==> config.mk <==
export PLATFORM = sky130hd
export DESIGN_NAME = fetch_load_top
export DESIGN_NICKNAME = d
export VERILOG_FILES = /design/src/bus_pkg.sv /design/src/axil_read_if.sv /design/src/axil_write_if.sv /design/src/bus_xbar.sv /design/src/fetch_cache.sv /design/src/fetch_load_top.sv /design/src/timer_clint.sv
export SDC_FILE = /design/constraint.sdc
export NUM_CORES = 1
export LEC_CHECK = 0
export BUFFER_PORTS_ARGS = -buffer_cell sky130_fd_sc_hd__buf_2
export CORE_MARGIN = 8
export CORE_UTILIZATION = 55
export CTS_CLUSTER_DIAMETER = 80
export DETAILED_ROUTE_END_ITERATION = 8
export GPL_TIMING_DRIVEN = 1
export MAX_ROUTING_LAYER = met4
export PLACE_DENSITY = 0.75
export SETUP_SLACK_MARGIN = 0.5
export SYNTH_ARGS = -nofsm -noshare
export SYNTH_HDL_FRONTEND = slang
export SYNTH_SLANG_ARGS = --single-unit
==> constraint.sdc <==
create_clock -name clock -period 6.5 [get_ports clock]
set_clock_uncertainty 0.2 [all_clocks]
set_input_delay 1.3 -clock clock [delete_from_list [all_inputs] [get_ports clock]]
set_output_delay 1.3 -clock clock [all_outputs]
set_load 0.005 [all_outputs]
==> src/bus_pkg.sv <==
`default_nettype none

package bus_pkg;

	typedef logic [31:0] addr_t;
	typedef logic [31:0] data_t;
	typedef logic [1:0]  resp_t;

	localparam resp_t resp_okay   = 2'd0;
	localparam resp_t resp_slverr = 2'd2;
	localparam resp_t resp_decerr = 2'd3; // also the icache miss code.

	// machine timer window, decoded on load addresses.
	localparam addr_t timer_base = 32'h0200_0000;
	localparam addr_t timer_last = 32'h0200_ffff;

	typedef enum logic [2:0] {
		idle,
		fetch_lookup,
		fetch_memory,
		fetch_fill,
		fetch_reply,
		load_read,
		load_reply
	} xbar_state_e;

endpackage

`default_nettype wire

==> src/axil_read_if.sv <==
`timescale 1ns/10ps
`default_nettype none

interface axil_read_if;

	bus_pkg::addr_t araddr;
	logic           arvalid;
	logic           arready;
	bus_pkg::data_t rdata;
	bus_pkg::resp_t rresp;
	logic           rvalid;
	logic           rready;

	modport requester (
		output araddr, arvalid, rready,
		input  arready, rdata, rresp, rvalid
	);

	modport responder (
		input  araddr, arvalid, rready,
		output arready, rdata, rresp, rvalid
	);

endinterface

`default_nettype wire

==> src/axil_write_if.sv <==
`timescale 1ns/10ps
`default_nettype none

interface axil_write_if;

	bus_pkg::addr_t awaddr;
	logic           awvalid;
	logic           awready;
	bus_pkg::data_t wdata;
	logic           wvalid;
	logic           wready;
	bus_pkg::resp_t bresp;
	logic           bvalid;
	logic           bready;

	modport requester (
		output awaddr, awvalid, wdata, wvalid, bready,
		input  awready, wready, bresp, bvalid
	);

	modport responder (
		input  awaddr, awvalid, wdata, wvalid, bready,
		output awready, wready, bresp, bvalid
	);

endinterface

`default_nettype wire

==> src/bus_xbar.sv <==
`timescale 1ns/10ps
`default_nettype none

module bus_xbar (
	input  wire                 clock,
	input  wire                 reset,

	input  wire bus_pkg::addr_t ifu_araddr,
	input  wire                 ifu_arvalid,
	output logic                ifu_arready,
	output bus_pkg::data_t      ifu_rdata,
	output bus_pkg::resp_t      ifu_rresp,
	output logic                ifu_rvalid,
	input  wire                 ifu_rready,

	input  wire bus_pkg::addr_t lsu_araddr,
	input  wire                 lsu_arvalid,
	output logic                lsu_arready,
	output bus_pkg::data_t      lsu_rdata,
	output bus_pkg::resp_t      lsu_rresp,
	output logic                lsu_rvalid,
	input  wire                 lsu_rready,

	output bus_pkg::addr_t      mem_araddr,
	output logic                mem_arvalid,
	input  wire                 mem_arready,
	input  wire bus_pkg::data_t mem_rdata,
	input  wire bus_pkg::resp_t mem_rresp,
	input  wire                 mem_rvalid,
	output logic                mem_rready,

	axil_read_if.requester      cache_rd,
	axil_write_if.requester     cache_wr,
	axil_read_if.requester      timer_rd
);

	bus_pkg::xbar_state_e state;
	bus_pkg::xbar_state_e state_next;

	bus_pkg::addr_t req_addr;
	bus_pkg::data_t resp_data;
	bus_pkg::resp_t resp_code;

	logic cache_ar_q;
	logic rd_issue_q; // read address pending towards memory or timer.
	logic fill_aw_q;
	logic fill_w_q;

	logic ifu_ar_fire;
	logic lsu_ar_fire;
	logic cache_r_fire;
	logic mem_r_fire;
	logic timer_r_fire;
	logic in_timer;
	logic cache_hit;

	assign ifu_ar_fire  = ifu_arvalid & ifu_arready;
	assign lsu_ar_fire  = lsu_arvalid & lsu_arready;
	assign cache_r_fire = cache_rd.rvalid & cache_rd.rready;
	assign mem_r_fire   = mem_rvalid & mem_rready;
	assign timer_r_fire = timer_rd.rvalid & timer_rd.rready;
	assign cache_hit    = cache_rd.rresp != bus_pkg::resp_decerr;
	assign in_timer     = (req_addr >= bus_pkg::timer_base) && (req_addr <= bus_pkg::timer_last);

	// --------------------------------------------------
	// state machine
	always_comb begin
		state_next = state;
		case (state)
			bus_pkg::idle: begin
				if (ifu_ar_fire)
					state_next = bus_pkg::fetch_lookup;
				else if (lsu_ar_fire)
					state_next = bus_pkg::load_read;
			end
			bus_pkg::fetch_lookup: begin
				if (cache_r_fire)
					state_next = cache_hit ? bus_pkg::fetch_reply : bus_pkg::fetch_memory;
			end
			bus_pkg::fetch_memory: begin
				if (mem_r_fire) begin
					if (mem_rresp == bus_pkg::resp_okay)
						state_next = bus_pkg::fetch_fill;
					else
						state_next = bus_pkg::fetch_reply; // errors are not cached.
				end
			end
			bus_pkg::fetch_fill: begin
				if (cache_wr.bvalid & cache_wr.bready)
					state_next = bus_pkg::fetch_reply;
			end
			bus_pkg::fetch_reply: begin
				if (ifu_rvalid & ifu_rready)
					state_next = bus_pkg::idle;
			end
			bus_pkg::load_read: begin
				if (mem_r_fire | timer_r_fire)
					state_next = bus_pkg::load_reply;
			end
			bus_pkg::load_reply: begin
				if (lsu_rvalid & lsu_rready)
					state_next = bus_pkg::idle;
			end
			default: state_next = bus_pkg::idle;
		endcase
	end

	always_ff @(posedge clock) begin
		if (reset) begin
			state       <= bus_pkg::idle;
			ifu_arready <= 1'b0;
			lsu_arready <= 1'b0;
			cache_ar_q  <= 1'b0;
			rd_issue_q  <= 1'b0;
			fill_aw_q   <= 1'b0;
			fill_w_q    <= 1'b0;
			ifu_rvalid  <= 1'b0;
			lsu_rvalid  <= 1'b0;
		end else begin
			state <= state_next;

			// fetch wins when both requesters are waiting.
			ifu_arready <= (state == bus_pkg::idle) & ifu_arvalid & ~ifu_arready & ~lsu_arready;
			lsu_arready <= (state == bus_pkg::idle) & lsu_arvalid & ~ifu_arvalid & ~lsu_arready;

			if (ifu_ar_fire)
				cache_ar_q <= 1'b1;
			else if (cache_rd.arready)
				cache_ar_q <= 1'b0;

			if (((state == bus_pkg::fetch_lookup) & cache_r_fire & ~cache_hit) | lsu_ar_fire)
				rd_issue_q <= 1'b1;
			else if ((mem_arvalid & mem_arready) | (timer_rd.arvalid & timer_rd.arready))
				rd_issue_q <= 1'b0;

			if ((state == bus_pkg::fetch_memory) & mem_r_fire &
			    (mem_rresp == bus_pkg::resp_okay)) begin
				fill_aw_q <= 1'b1;
				fill_w_q  <= 1'b1;
			end else begin
				if (cache_wr.awready)
					fill_aw_q <= 1'b0;
				if (cache_wr.wready)
					fill_w_q <= 1'b0;
			end

			// valid rises the cycle after the reply state is entered.
			if (ifu_rvalid)
				ifu_rvalid <= ~ifu_rready;
			else
				ifu_rvalid <= state == bus_pkg::fetch_reply;
			if (lsu_rvalid)
				lsu_rvalid <= ~lsu_rready;
			else
				lsu_rvalid <= state == bus_pkg::load_reply;
		end
	end

	// --------------------------------------------------
	// request address and response capture
	always_ff @(posedge clock) begin
		if (ifu_ar_fire)
			req_addr <= ifu_araddr;
		else if (lsu_ar_fire)
			req_addr <= lsu_araddr;

		if (cache_r_fire) begin
			resp_data <= cache_rd.rdata;
			resp_code <= cache_rd.rresp;
		end else if (mem_r_fire) begin
			resp_data <= mem_rdata;
			resp_code <= mem_rresp;
		end else if (timer_r_fire) begin
			resp_data <= timer_rd.rdata;
			resp_code <= timer_rd.rresp;
		end
	end

	// --------------------------------------------------
	// channel outputs
	assign mem_araddr  = req_addr;
	assign mem_arvalid = rd_issue_q & ((state == bus_pkg::fetch_memory) |
	                                   ((state == bus_pkg::load_read) & ~in_timer));
	assign mem_rready  = (state == bus_pkg::fetch_memory) |
	                     ((state == bus_pkg::load_read) & ~in_timer);

	assign timer_rd.araddr  = req_addr;
	assign timer_rd.arvalid = rd_issue_q & (state == bus_pkg::load_read) & in_timer;
	assign timer_rd.rready  = (state == bus_pkg::load_read) & in_timer;

	assign cache_rd.araddr  = req_addr;
	assign cache_rd.arvalid = cache_ar_q;
	assign cache_rd.rready  = state == bus_pkg::fetch_lookup;

	assign cache_wr.awaddr  = req_addr;
	assign cache_wr.awvalid = fill_aw_q;
	assign cache_wr.wdata   = resp_data; // memory word held since fetch_memory.
	assign cache_wr.wvalid  = fill_w_q;
	assign cache_wr.bready  = state == bus_pkg::fetch_fill;

	assign ifu_rdata = resp_data;
	assign ifu_rresp = resp_code;
	assign lsu_rdata = resp_data;
	assign lsu_rresp = resp_code;

endmodule

`default_nettype wire

==> src/fetch_cache.sv <==
`timescale 1ns/10ps
`default_nettype none

module fetch_cache #(
	parameter int cache_index_bits = 4
) (
	input wire              clock,
	input wire              reset,
	axil_read_if.responder  rd,
	axil_write_if.responder wr
);

	localparam int lines    = 1 << cache_index_bits;
	localparam int tag_bits = 30 - cache_index_bits;

	typedef logic [cache_index_bits-1:0] index_t;
	typedef logic [tag_bits-1:0]         tag_t;

	bus_pkg::data_t   data_mem [lines];
	tag_t             tag_mem [lines];
	logic [lines-1:0] valid_bits;

	index_t rd_index;
	index_t wr_index;
	tag_t   rd_tag;
	tag_t   wr_tag;
	logic   rd_fire;
	logic   wr_fire;

	// word address split: tag above the index, byte offset dropped.
	assign rd_index = rd.araddr[cache_index_bits+1:2];
	assign rd_tag   = rd.araddr[31:cache_index_bits+2];
	assign wr_index = wr.awaddr[cache_index_bits+1:2];
	assign wr_tag   = wr.awaddr[31:cache_index_bits+2];

	// --------------------------------------------------
	// handshakes
	assign rd.arready = ~rd.rvalid;        // one lookup outstanding.
	assign rd_fire    = rd.arvalid & rd.arready;
	assign wr_fire    = wr.awvalid & wr.wvalid & ~wr.bvalid;
	assign wr.awready = wr_fire;           // address and data taken together.
	assign wr.wready  = wr_fire;
	assign wr.bresp   = bus_pkg::resp_okay;

	always_ff @(posedge clock) begin
		if (reset) begin
			rd.rvalid  <= 1'b0;
			wr.bvalid  <= 1'b0;
			valid_bits <= '0;
		end else begin
			if (rd_fire)
				rd.rvalid <= 1'b1;
			else if (rd.rready)
				rd.rvalid <= 1'b0;
			if (wr_fire) begin
				wr.bvalid            <= 1'b1;
				valid_bits[wr_index] <= 1'b1;
			end else if (wr.bready) begin
				wr.bvalid <= 1'b0;
			end
		end
	end

	// --------------------------------------------------
	// line store and lookup
	always_ff @(posedge clock) begin
		if (wr_fire) begin
			data_mem[wr_index] <= wr.wdata;
			tag_mem[wr_index]  <= wr_tag;
		end
		if (rd_fire) begin
			if (valid_bits[rd_index] && tag_mem[rd_index] == rd_tag) begin
				rd.rdata <= data_mem[rd_index];
				rd.rresp <= bus_pkg::resp_okay;
			end else begin
				rd.rdata <= '0;
				rd.rresp <= bus_pkg::resp_decerr; // miss.
			end
		end
	end

endmodule

`default_nettype wire

==> src/fetch_load_top.sv <==
`timescale 1ns/10ps
`default_nettype none

module fetch_load_top #(
	parameter int cache_index_bits = 4
) (
	input  wire                 clock,
	input  wire                 reset,

	input  wire bus_pkg::addr_t ifu_araddr,
	input  wire                 ifu_arvalid,
	output logic                ifu_arready,
	output bus_pkg::data_t      ifu_rdata,
	output bus_pkg::resp_t      ifu_rresp,
	output logic                ifu_rvalid,
	input  wire                 ifu_rready,

	input  wire bus_pkg::addr_t lsu_araddr,
	input  wire                 lsu_arvalid,
	output logic                lsu_arready,
	output bus_pkg::data_t      lsu_rdata,
	output bus_pkg::resp_t      lsu_rresp,
	output logic                lsu_rvalid,
	input  wire                 lsu_rready,

	output bus_pkg::addr_t      mem_araddr,
	output logic                mem_arvalid,
	input  wire                 mem_arready,
	input  wire bus_pkg::data_t mem_rdata,
	input  wire bus_pkg::resp_t mem_rresp,
	input  wire                 mem_rvalid,
	output logic                mem_rready
);

	axil_read_if  cache_rd ();
	axil_write_if cache_wr ();
	axil_read_if  timer_rd ();

	// port names match the top level and the channel instances.
	bus_xbar xbar0 (.*);

	fetch_cache #(
		.cache_index_bits(cache_index_bits)
	) icache0 (
		.clock(clock),
		.reset(reset),
		.rd(cache_rd),
		.wr(cache_wr)
	);

	timer_clint clint0 (
		.clock(clock),
		.reset(reset),
		.rd(timer_rd)
	);

endmodule

`default_nettype wire

==> src/timer_clint.sv <==
`timescale 1ns/10ps
`default_nettype none

module timer_clint (
	input wire             clock,
	input wire             reset,
	axil_read_if.responder rd
);

	bus_pkg::data_t count;
	logic           rd_fire;

	assign rd.arready = ~rd.rvalid;
	assign rd_fire    = rd.arvalid & rd.arready;

	always_ff @(posedge clock) begin
		if (reset) begin
			count     <= '0;
			rd.rvalid <= 1'b0;
		end else begin
			count <= count + 1'b1; // free running mtime.
			if (rd_fire)
				rd.rvalid <= 1'b1;
			else if (rd.rready)
				rd.rvalid <= 1'b0;
		end
	end

	// only the base word is mapped, the rest of the window errors.
	always_ff @(posedge clock) begin
		if (rd_fire) begin
			if (rd.araddr == bus_pkg::timer_base) begin
				rd.rdata <= count;
				rd.rresp <= bus_pkg::resp_okay;
			end else begin
				rd.rdata <= '0;
				rd.rresp <= bus_pkg::resp_slverr;
			end
		end
	end

endmodule

`default_nettype wire
## Yosys cells after proc, flatten, opt, wreduce, memory -nomap -nowiden

Memories as Yosys holds them, arrays and structs flattened. A register that Yosys moved wholly into a read port is not among the register bits.
Index checks and enable logic that the tools add are counted.
Widths: inputs -> output; s select.

| word-level totals | value |
|---|---|
| register bits | 163 |
| memory bits (writable) | 928 |
| bits of input ports | 106 |
| output and inout port bits | 106 |
| logic and storage cells | 141 |
| memories | 2 |

Memory list:

| name | words | width | read ports | clocked after memory_dff | write ports | line | text |
|---|---|---|---|---|---|---|---|
| icache0.data_mem | 16 | 32 | 1 | 1 | 1 | fetch_cache.sv:19 | `bus_pkg::data_t data_mem [lines];` |
| icache0.tag_mem | 16 | 26 | 1 | 1 | 1 | fetch_cache.sv:20 | `tag_t tag_mem [lines];` |

| operators by class | value |
|---|---|
| $add $sub $neg | 1 |
| order comparisons | 4 |
| equality and inequality tests | 17 |
| multiplexer cells | 42 |
| bitwise logic cells | 42 |
| reductions and logical operators | 14 |

Operators with widths:

| operator | count |
|---|---|
| $mux 32 | 5 |
| $add 32x1->32 const B | 1 |
| $eq 32x26->1 const B | 1 |
| $ge 32x26->1 const B | 1 |
| $le 32x26->1 const B | 1 |
| $mux 3 | 10 |
| $and 1x1->1 | 27 |
| $eq 26x26->1 | 1 |
| $pmux 3 s7 | 1 |
| $mux 1 | 18 |
| $or 16x16->16 | 1 |
| $reduce_bool 2->1 | 6 |
| $mux 2 | 5 |
| $not 1->1 | 10 |
| $eq 3x3->1 const B | 3 |
| $ne 2x1->1 const B | 4 |
| $ne 2x2->1 const B | 4 |
| $reduce_and 7->1 | 1 |
| $eq 3x2->1 const B | 2 |
| $lt 4x5->1 const B | 1 |
| $bmux 1 s4 | 1 |
| $demux 1 s4 | 1 |
| $ge 4x1->1 const B | 1 |
| $mux 4 | 1 |
| 8 further kinds | 13 |

## Logic depth before layout (Yosys ltp)

Gate-level depths: netlist of run 1.

| logic depth | value |
|---|---|
| depth after elaboration | 10 |
| depth in mapped cells | 14 |
| mapped depth without buffers | 8 |

## Hierarchy

Synthesis of run 1 repeated with hierarchy kept, for this count alone.

| second synthesis, totals | value |
|---|---|
| cells, all modules | 2403 |
| area total of the unflattened synthesis | 46109.2 um^2 |

By module, submodules not included:

| module | times used | cells each | area each (um^2) |
|---|---|---|---|
| fetch_cache | 1 | 1678 | 38234.2 |
| bus_xbar | 1 | 469 | 5031.1 |
| timer_clint | 1 | 256 | 2844.0 |

## Worst setup path after synthesis of run 1

Ideal clock, no wire load.

| path | value |
|---|---|
| path kind | reg-to-reg |
| start | register xbar0.req_addr[3] (netlist: xbar0.cache_rd.araddr[3]) |
| end | memory icache0.data_mem[3][0] in the netlist's numbering (enable) |
| setup time | 0.547 ns |
| data arrival time | 5.512 ns |
| path slack | 0.241 ns |
| stages on the path, launching flop included | 6 |
| path buffers | 3 |
| cells stage by stage | edfxtp_1 clkbuf_1 clkbuf_1 clkbuf_1 nand3_1 nor3_1 |

RTL lines:

| element | line | text |
|---|---|---|
| start, declared | bus_xbar.sv:40 | `bus_pkg::addr_t req_addr;` |
| start signal, assigned | bus_xbar.sv:163 | `req_addr <= ifu_araddr;` |
| start signal, assigned | bus_xbar.sv:165 | `req_addr <= lsu_araddr;` |
| end, declared | fetch_cache.sv:19 |  |

No word-level cell before the write port.

## Worst setup path after layout of run 1

| path | value |
|---|---|
| start | register xbar0.req_addr[19] (netlist: xbar0.cache_rd.araddr[19]) |
| end | output mem_arvalid |

| on the way | value |
|---|---|
| cells in the longest elaborated chain, start to end | 6 |
| elaborated cells between the ends (all ways) | 7 |

RTL lines:

| element | line | text |
|---|---|---|
| $ge 32x26->1 / $le 32x26->1 (equally long branches) | bus_xbar.sv:63 | `assign in_timer = (req_addr >= bus_pkg::timer_base) && (req_addr <= bus_pkg::timer_last);` |
| $logic_and 1x1->1 (*) | bus_xbar.sv:63 |  |
| $not 1->1 (*) | bus_xbar.sv:183 | `((state == bus_pkg::load_read) & ~in_timer));` |
| $and 1x1->1 (*) | bus_xbar.sv:183 |  |
| $or 1x1->1 (*) | bus_xbar.sv:182 | `assign mem_arvalid = rd_issue_q & ((state == bus_pkg::fetch_memory) \|` |
| $and 1x1->1 (*) | bus_xbar.sv:182 |  |
| end, declared | fetch_load_top.sv:27 | `output logic mem_arvalid,` |

Every way passes the cells marked *; elsewhere a longest branch is shown, timed or not.

==> results of run 1 <==
## worst max-delay path by stage
stage,cells past startpoint,to,start
final,5,mem_arvalid,xbar0.cache_rd.araddr[19]$_DFFE_PN_
after global routing,5,mem_arvalid,xbar0.cache_rd.araddr[21]$_DFFE_PN_
after CTS,5,mem_arvalid,xbar0.cache_rd.araddr[19]$_DFFE_PN_
after detailed placement,10,xbar0.state[1]$_SDFFE_PP0P_,ifu_arvalid
after global placement,10,xbar0.state[1]$_SDFFE_PP0P_,ifu_arvalid
after floorplan,5,icache0.data_mem[15][0]$_DFFE_PP_,xbar0.cache_rd.araddr[3]$_DFFE_PN_
## registers in the layout (all words and copies together), names as in the netlist, named ones only
| signal | flops |
|---|---|
| icache0.data_mem | 512 |
| icache0.tag_mem | 416 |
| clint0.count | 32 |
| clint0.rd.rdata | 32 |
| icache0.rd.rdata | 32 |
| xbar0.cache_rd.araddr | 32 |
| xbar0.cache_wr.wdata | 32 |
| icache0.valid_bits | 16 |
| xbar0.state | 3 |
| xbar0.ifu_rresp | 2 |
| clint0.rd.rresp | 1 |
| clint0.rd.rvalid | 1 |
| icache0.rd.rresp | 1 |
| icache0.rd.rvalid | 1 |
| icache0.wr.bvalid | 1 |
| xbar0.cache_rd.arvalid | 1 |
| xbar0.cache_wr.awvalid | 1 |
| xbar0.ifu_arready | 1 |
| xbar0.ifu_rvalid | 1 |
| xbar0.lsu_arready | 1 |
| xbar0.lsu_rvalid | 1 |
| xbar0.rd_issue_q | 1 |
## through the flow
stage	total power [mW]	setup slack [ps]	instance area [um2]	hold WS [ps]	util [%]
2_1_floorplan	9.01	1810	44100	226	-
3_3_place_gp	9.31	2230	46300	235	58.5
4_1_cts	15.4	1680	49700	276	62.8
5_1_grt	15.7	1620	49700	286	62.8
6_report	15.3	1710	49700	272	62.8
3_5_place_dp	9.34	2040	46300	262	58.5
## layout make-up
cell class | instances | area, um2 | share of cell area, %
multi-input combinational | 894 | 10300 | 20.6
clock inverter | 62 | 477 | 0.959
sequential | 1125 | 33100 | 66.6
timing repair buffer | 270 | 1560 | 3.14
tap | 1050 | 1310 | 2.64
clock buffer | 140 | 2960 | 5.95
inverter | 5 | 18.8 | 0.0377
## cells by family (layout without fill, tap and decap cells)
family	count (synthesis)	count (layout)
AND/OR/NAND/NOR	341	341
multiplexers	380	380
adder cells (fa/ha/maj)	1	1
AO/OA/AOI/OAI	99	99
buffers and inverters	149	477
XOR/XNOR	73	73
flip-flops	1125	1125
## critical path: cells and delay by family (launching register included)
| family | cells | cell delay [ps] |
|---|---|---|
| and+or+nand+nor | 3 | 1300 |
| DFF | 1 | 670 |
| buffers and inverters | 1 | 120 |
| AOI/OAI and AO/OA | 1 | 530 |
## layout by cell type (no fill, tap or decap), types with 4 or more instances in the layout
cell	Yosys	final
a22oi_1	4	4
nor2_1	96	83
buf_12	1	5
nor3_1	14	10
edfxtp_1	1060	1060
a221oi_1	5	5
dfxtp_1	65	61
clkbuf_16	0	112
clkbuf_8	0	5
nand2b_1	7	7
nand2_1	70	67
xnor2_1	36	36
a21oi_1	19	19
mux2i_1	83	83
nor2b_1	14	13
xor2_1	37	37
nor4_1	9	9
clkbuf_1	52	23
mux4_2	252	252
and2_1	35	34
buf_2	25	211
mux2_2	41	41
nand4_1	11	11
nor3b_1	5	5
bufinv_16	0	6
and3_1	39	39
buf_4	47	54
o21ai_0	42	41
a211oi_1	7	7
inv_6	0	4
clkinv_2	0	25
nor2_4	0	13
nand3b_1	6	6
nor3_4	0	4
clkinv_1	0	22
mux4_1	4	4
nand3_1	21	21
inv_1	5	5
## power breakdown
group	internal (mW)	switching [mW]	leakage, nW	total, mW
clock network	3.45	2.63	1.70	6.08
registers	7.96	0.182	10.2	8.14
logic	0.528	0.520	4.73	1.05
## per-layer routing
metal | share of wire (%) | GRT usage (%) | up-vias
met3 | 9.1 | 4.18 | 190
met2 | 49 | 36.9 | 1146
li1 | - | - | 9246
met4 | 2.7 | 7.08 | 0
met5 | 0 | - | -
met1 | 39 | 31.2 | 11500
==> results.cfg, run 1 <==
[outcome]
status = completed

[route]
firstDrtPassIters = 5
via_per_inst = 6.23
wirelength_um = 102000
wl_per_cell_um = 28.7
ant_nets = 0
vias = 22100
drc_errors = 0
dr.first_iter.drc_count = 2613

[synth]
async_flop_share_pct = 0
synth_seq_cells = 1125
synthDistinctLibCells = 55
synthCells = 2168
synth_edf_count = 1060
synthMuxAreaShare_pct = 16.1
ys.flop_type = edfxtp_1
synthSimpleGateAreaFrac_pct = 3.92
yosys.area.top_type = edfxtp_1
synth_fp_nets = 2275
yosys.area_share.adder_pct = 0.0284
netlist.area_leader.share_pct = 72.3
syn_area_um2 = 44100
yosysMostFrequentCell = edfxtp_1
syn_area_per_cell_um2 = 20.3
yosys_warnings = 0
synthTopCellsByArea = edfxtp_1, mux4_2, dfxtp_1
synth-compound-area-share_pct = 1.45
synth_common_cells = edfxtp_1, mux4_2, nor2_1
seq_area_frac_synth_pct = 75.2
synthXorXnorAreaFrac_pct = 1.45
synth_top_family_by_area = multiplexers

[timing]
worst-slew-pin-transition_ps = 1380
slew_headroom_pct = 7.70
fmax_ghz = 0.209
period_share_pct = 73.7
period_minus_slack_ps = 4790
grt_setup_unrepaired = false
setup_viol = 0
setup_tns_ps = 0
maxSlewViolCount = 0
finalHoldViolCount = 0

[worst_setup_path]
worstPathRequired_ps = 5000
cpPeakStageDelay_ps = 670
r2r-end = icache0.rd.rdata[1]$_SDFFCE_PN0P_
startpoint_type = flip-flop
end_kind = output pin
worst-r2r-cell-count = 8
cp_max_fo = 20
worstSetupPathType = flip-flop to output pin
crit_chain = nor4b_1, nand4_1, a32o_1, and2_1, buf_2
critPathSlowestCell = edfxtp_1
cp.arrival_ps = 3290
ff2ff_setup_slack_ps = 2240

[clock_network]
tritoncts = yes
cts_max_level = 3
clk_pin_slew_ps = 60
cts_setup_buffers = 0
clock_sink_count = 1125
cts_buffers = 108
holdBufCountCts = 0
clk_latency_ps = 680
clock-root-buffer = clkbuf_16
ctsResizeCount = 0
clockBufferDepth = 3

[cells_and_area]
fillCellCount = 5324
area_growth_pct = 12.9
fin_cells = 3546
drive_gt1_share_pct = 30.3
n_antenna_cell = 0
nets = 2511

[placed_design]
portBuffers = 211
gp_congestion = 0.810
dpl.hpwl_um = 56500
dp.cells = 3344

[run]
drv_cap = 0

[floorplanning]
die_x_um = 299
io_pins = 212
core_um2 = 79100
initial_core_util_pct = 55.7
row_count = 103
die_h_um = 299
die-area_um2 = 89400

[power_and_ir_drop]
ir_drop_mv = 0.205
cellPowerDensity_nw_per_um2 = 307
leakagePower_nw = 16.7

[hold_path]
hp-class = flip-flop to flip-flop
hold_path_end = xbar0.ifu_arready$_SDFF_PP0_
hold_start = xbar0.ifu_arready$_SDFF_PP0_
min_path_cells = 1

[global_routing]
antenna_found_initial = 0
overflow = 0
grt_start_max_net_pins = 70
grt_pass1_vias = 22900
grt_usage_pct = 23.3
grt_pass1_wl_um = 150000
(Power assumes the default switching activity.)
==> run 2, diff against run 1 <==
--- a/config.mk
+++ b/config.mk
@@ -5,6 +5,7 @@
 export SDC_FILE = /design/constraint.sdc
 export NUM_CORES = 1
 export LEC_CHECK = 0
+export ABC_AREA = 1
 export BUFFER_PORTS_ARGS = -buffer_cell sky130_fd_sc_hd__buf_2
 export CORE_MARGIN = 8
 export CORE_UTILIZATION = 55
@@ -12,7 +13,7 @@
 export DETAILED_ROUTE_END_ITERATION = 8
 export GPL_TIMING_DRIVEN = 1
 export MAX_ROUTING_LAYER = met4
-export PLACE_DENSITY = 0.75
+export PLACE_DENSITY = 0.73
 export SETUP_SLACK_MARGIN = 0.5
 export SYNTH_ARGS = -nofsm -noshare
 export SYNTH_HDL_FRONTEND = slang
==> constraint.sdc (replaced) <==
create_clock -name clock -period 4.5 [get_ports clock]
set_clock_uncertainty 0.2 [all_clocks]
set_input_delay 0.9 -clock clock [delete_from_list [all_inputs] [get_ports clock]]
set_output_delay 0.9 -clock clock [all_outputs]
set_load 0.005 [all_outputs]
==> results.cfg, run 2 <==
[clock_network]
clk_latency_ps = 690
clock_sink_count = 1125
clock-root-buffer = clkbuf_16
ctsResizeCount = 0
tritoncts = yes
clockBufferDepth = 3
holdBufCountCts = 0
cts_max_level = 3
cts_setup_buffers = 0
cts_buffers = 110
clk_pin_slew_ps = 60

[synth]
synthDistinctLibCells = 36
netlist.area_leader.share_pct = 69.9
yosys.area.top_type = edfxtp_1
synth_edf_count = 1060
yosysMostFrequentCell = edfxtp_1
synth_common_cells = edfxtp_1, nand2_1, nand3_1
synth_seq_cells = 1125
yosys_warnings = 0
syn_area_um2 = 45500
synthTopCellsByArea = edfxtp_1, nand2_1, nand3_1
seq_area_frac_synth_pct = 72.8
ys.flop_type = edfxtp_1
synthCells = 3742
async_flop_share_pct = 0
syn_area_per_cell_um2 = 12.2
synth_fp_nets = 3849

[route]
via_per_inst = 6.03
drc_errors = 0
wl_per_cell_um = 24.1
vias = 30600
dr.first_iter.drc_count = 4199
wirelength_um = 122000
firstDrtPassIters = 6
ant_nets = 0

[worst_setup_path]
crit_chain = inv_1, nand4_1, nor2_1, nand2_1, a21oi_1, inv_1, buf_2
worstSetupPathType = flip-flop to output pin
cp.arrival_ps = 2610
crit_path_frequent_cell = inv_1
startpoint_type = flip-flop
worstPathRequired_ps = 3400
critPathSlowestCell = edfxtp_1
crit_family = flip-flops
end_kind = output pin
cpPeakStageDelay_ps = 640
cp_num_buf_inv = 3
cp_max_fo = 19

[outcome]
status = completed

[cells_and_area]
layout_common_cells = edfxtp_1, nand2_1, nand3_1
drive_gt1_share_pct = 13.5
area_growth_pct = 12.7
fillCellCount = 6143
nets = 4016
fin_util_pct = 62.6
largest_reg_flops = 512
layout_commonest_cell = edfxtp_1
largestRegisters = icache0.data_mem (512), icache0.tag_mem (416)
largest-register = icache0.data_mem

[timing]
setup_tns_ps = 0
period_share_pct = 82.5
period_minus_slack_ps = 3710
slew_headroom_pct = 19.4
worst-slew-pin-transition_ps = 1210
grt_setup_unrepaired = false
fmax_ghz = 0.269
maxSlewViolCount = 0
setup_viol = 0
finalHoldViolCount = 0

[floorplanning]
row_count = 105
io_pins = 212
die_x_um = 304
initial_core_util_pct = 55.5
die_h_um = 304
core_um2 = 82000
die-area_um2 = 92200

[power_and_ir_drop]
cellPowerDensity_nw_per_um2 = 474
p_switching_mw = 6.33
intPower_mw = 18.0
switching_share_pct = 26.1
leakagePower_nw = 18.2
totalPowerFinal_mw = 24.3
pwr-share-seq_pct = 50.1
clockPowerShare_pct = 37.6
combPwrFrac_pct = 12.3
ir_drop_mv = 0.292

[global_routing]
antenna_found_initial = 2
grt_pass1_vias = 29300
overflow = 0
grt_pass1_wl_um = 182000
grt_start_max_net_pins = 129
grt_usage_pct = 26.4

[hold_path]
hp-class = input pin to flip-flop

[placed_design]
gp_congestion = 0.876
portBuffers = 211
dpl.hpwl_um = 68000

[run]
drv_cap = 0
-- run 2: path summary, 6_finish.rpt --
check	from	to	slack, ps	cells after the start
setup reg to reg	flip-flop	icache0.rd.rdata[16]$_SDFFCE_PN0P_	870	15
setup / recovery	xbar0.cache_rd.araddr[30]$_DFFE_PN_	mem_rready	790	7
hold reg to reg	clint0.count[0]$_SDFF_PP0_	clint0.count[0]$_SDFF_PP0_	240	1
hold / removal	lsu_rready	xbar0.lsu_rvalid$_SDFF_PP0_	220	2
-- run 2: routing by layer --
layer  share of wire [%]  vias up  global-route usage [%]
met5                   0        -                       -
met1                  40    14800                    35.9
met4                 2.6        0                    8.08
met2                  47     1835                    40.7
li1                    -    13700                       -
met3                  11      200                    4.76
-- run 2: power groups by stage --
stage	registers (mW)	logic [mW]	clock network, mW
6_report	12.2	2.99	9.14
2_1_floorplan	12.3	1.95	0
5_1_grt	12.2	3.26	9.63
4_1_cts	12.2	2.96	9.21
3_3_place_gp	12.4	2.90	0
3_5_place_dp	12.4	2.94	0
-- run 2: cells by family after synthesis --
kind of cell | share of synthesized area [%]
AND/OR/NAND/NOR | 16.3
adder cells (fa/ha/maj) | 0.0275
AO/OA/AOI/OAI | 6.11
buffers and inverters | 4.78
flip-flops | 72.8
-- run 2: through the flow --
step | std cells | instance area [um2] | worst slack (ps) | hold WS (ps)
finish | 5072 | 51300 | 785 | 219
detailed placement | 4867 | 47700 | 985 | 234
floorplan | 3742 | 45500 | -164 | 217
global placement | 4867 | 47700 | 1040 | 229
global route | 5072 | 51300 | 651 | 220
CTS | 5071 | 51300 | 757 | 194
-- run 2: final cells by class --
type	instances	area, um2	area share, %
Timing Repair Buffer	305	1960	3.82
Multi-Input combinational cell	2134	10400	20.2
Tap cell	1070	1340	2.61
Clock buffer	142	2990	5.83
Clock inverter	62	621	1.21
Inverter	233	882	1.72
Antenna cell	1	2.50	0.00488
Sequential cell	1125	33100	64.6
-- run 2: worst reg2reg max path: cells and delay by family, from the launching register on --
| family | cells | cell delay (ps) |
|---|---|---|
| AND/OR/NAND/NOR | 12 | 1820 |
| flip-flops | 1 | 370 |
| buffers and inverters | 3 | 1070 |
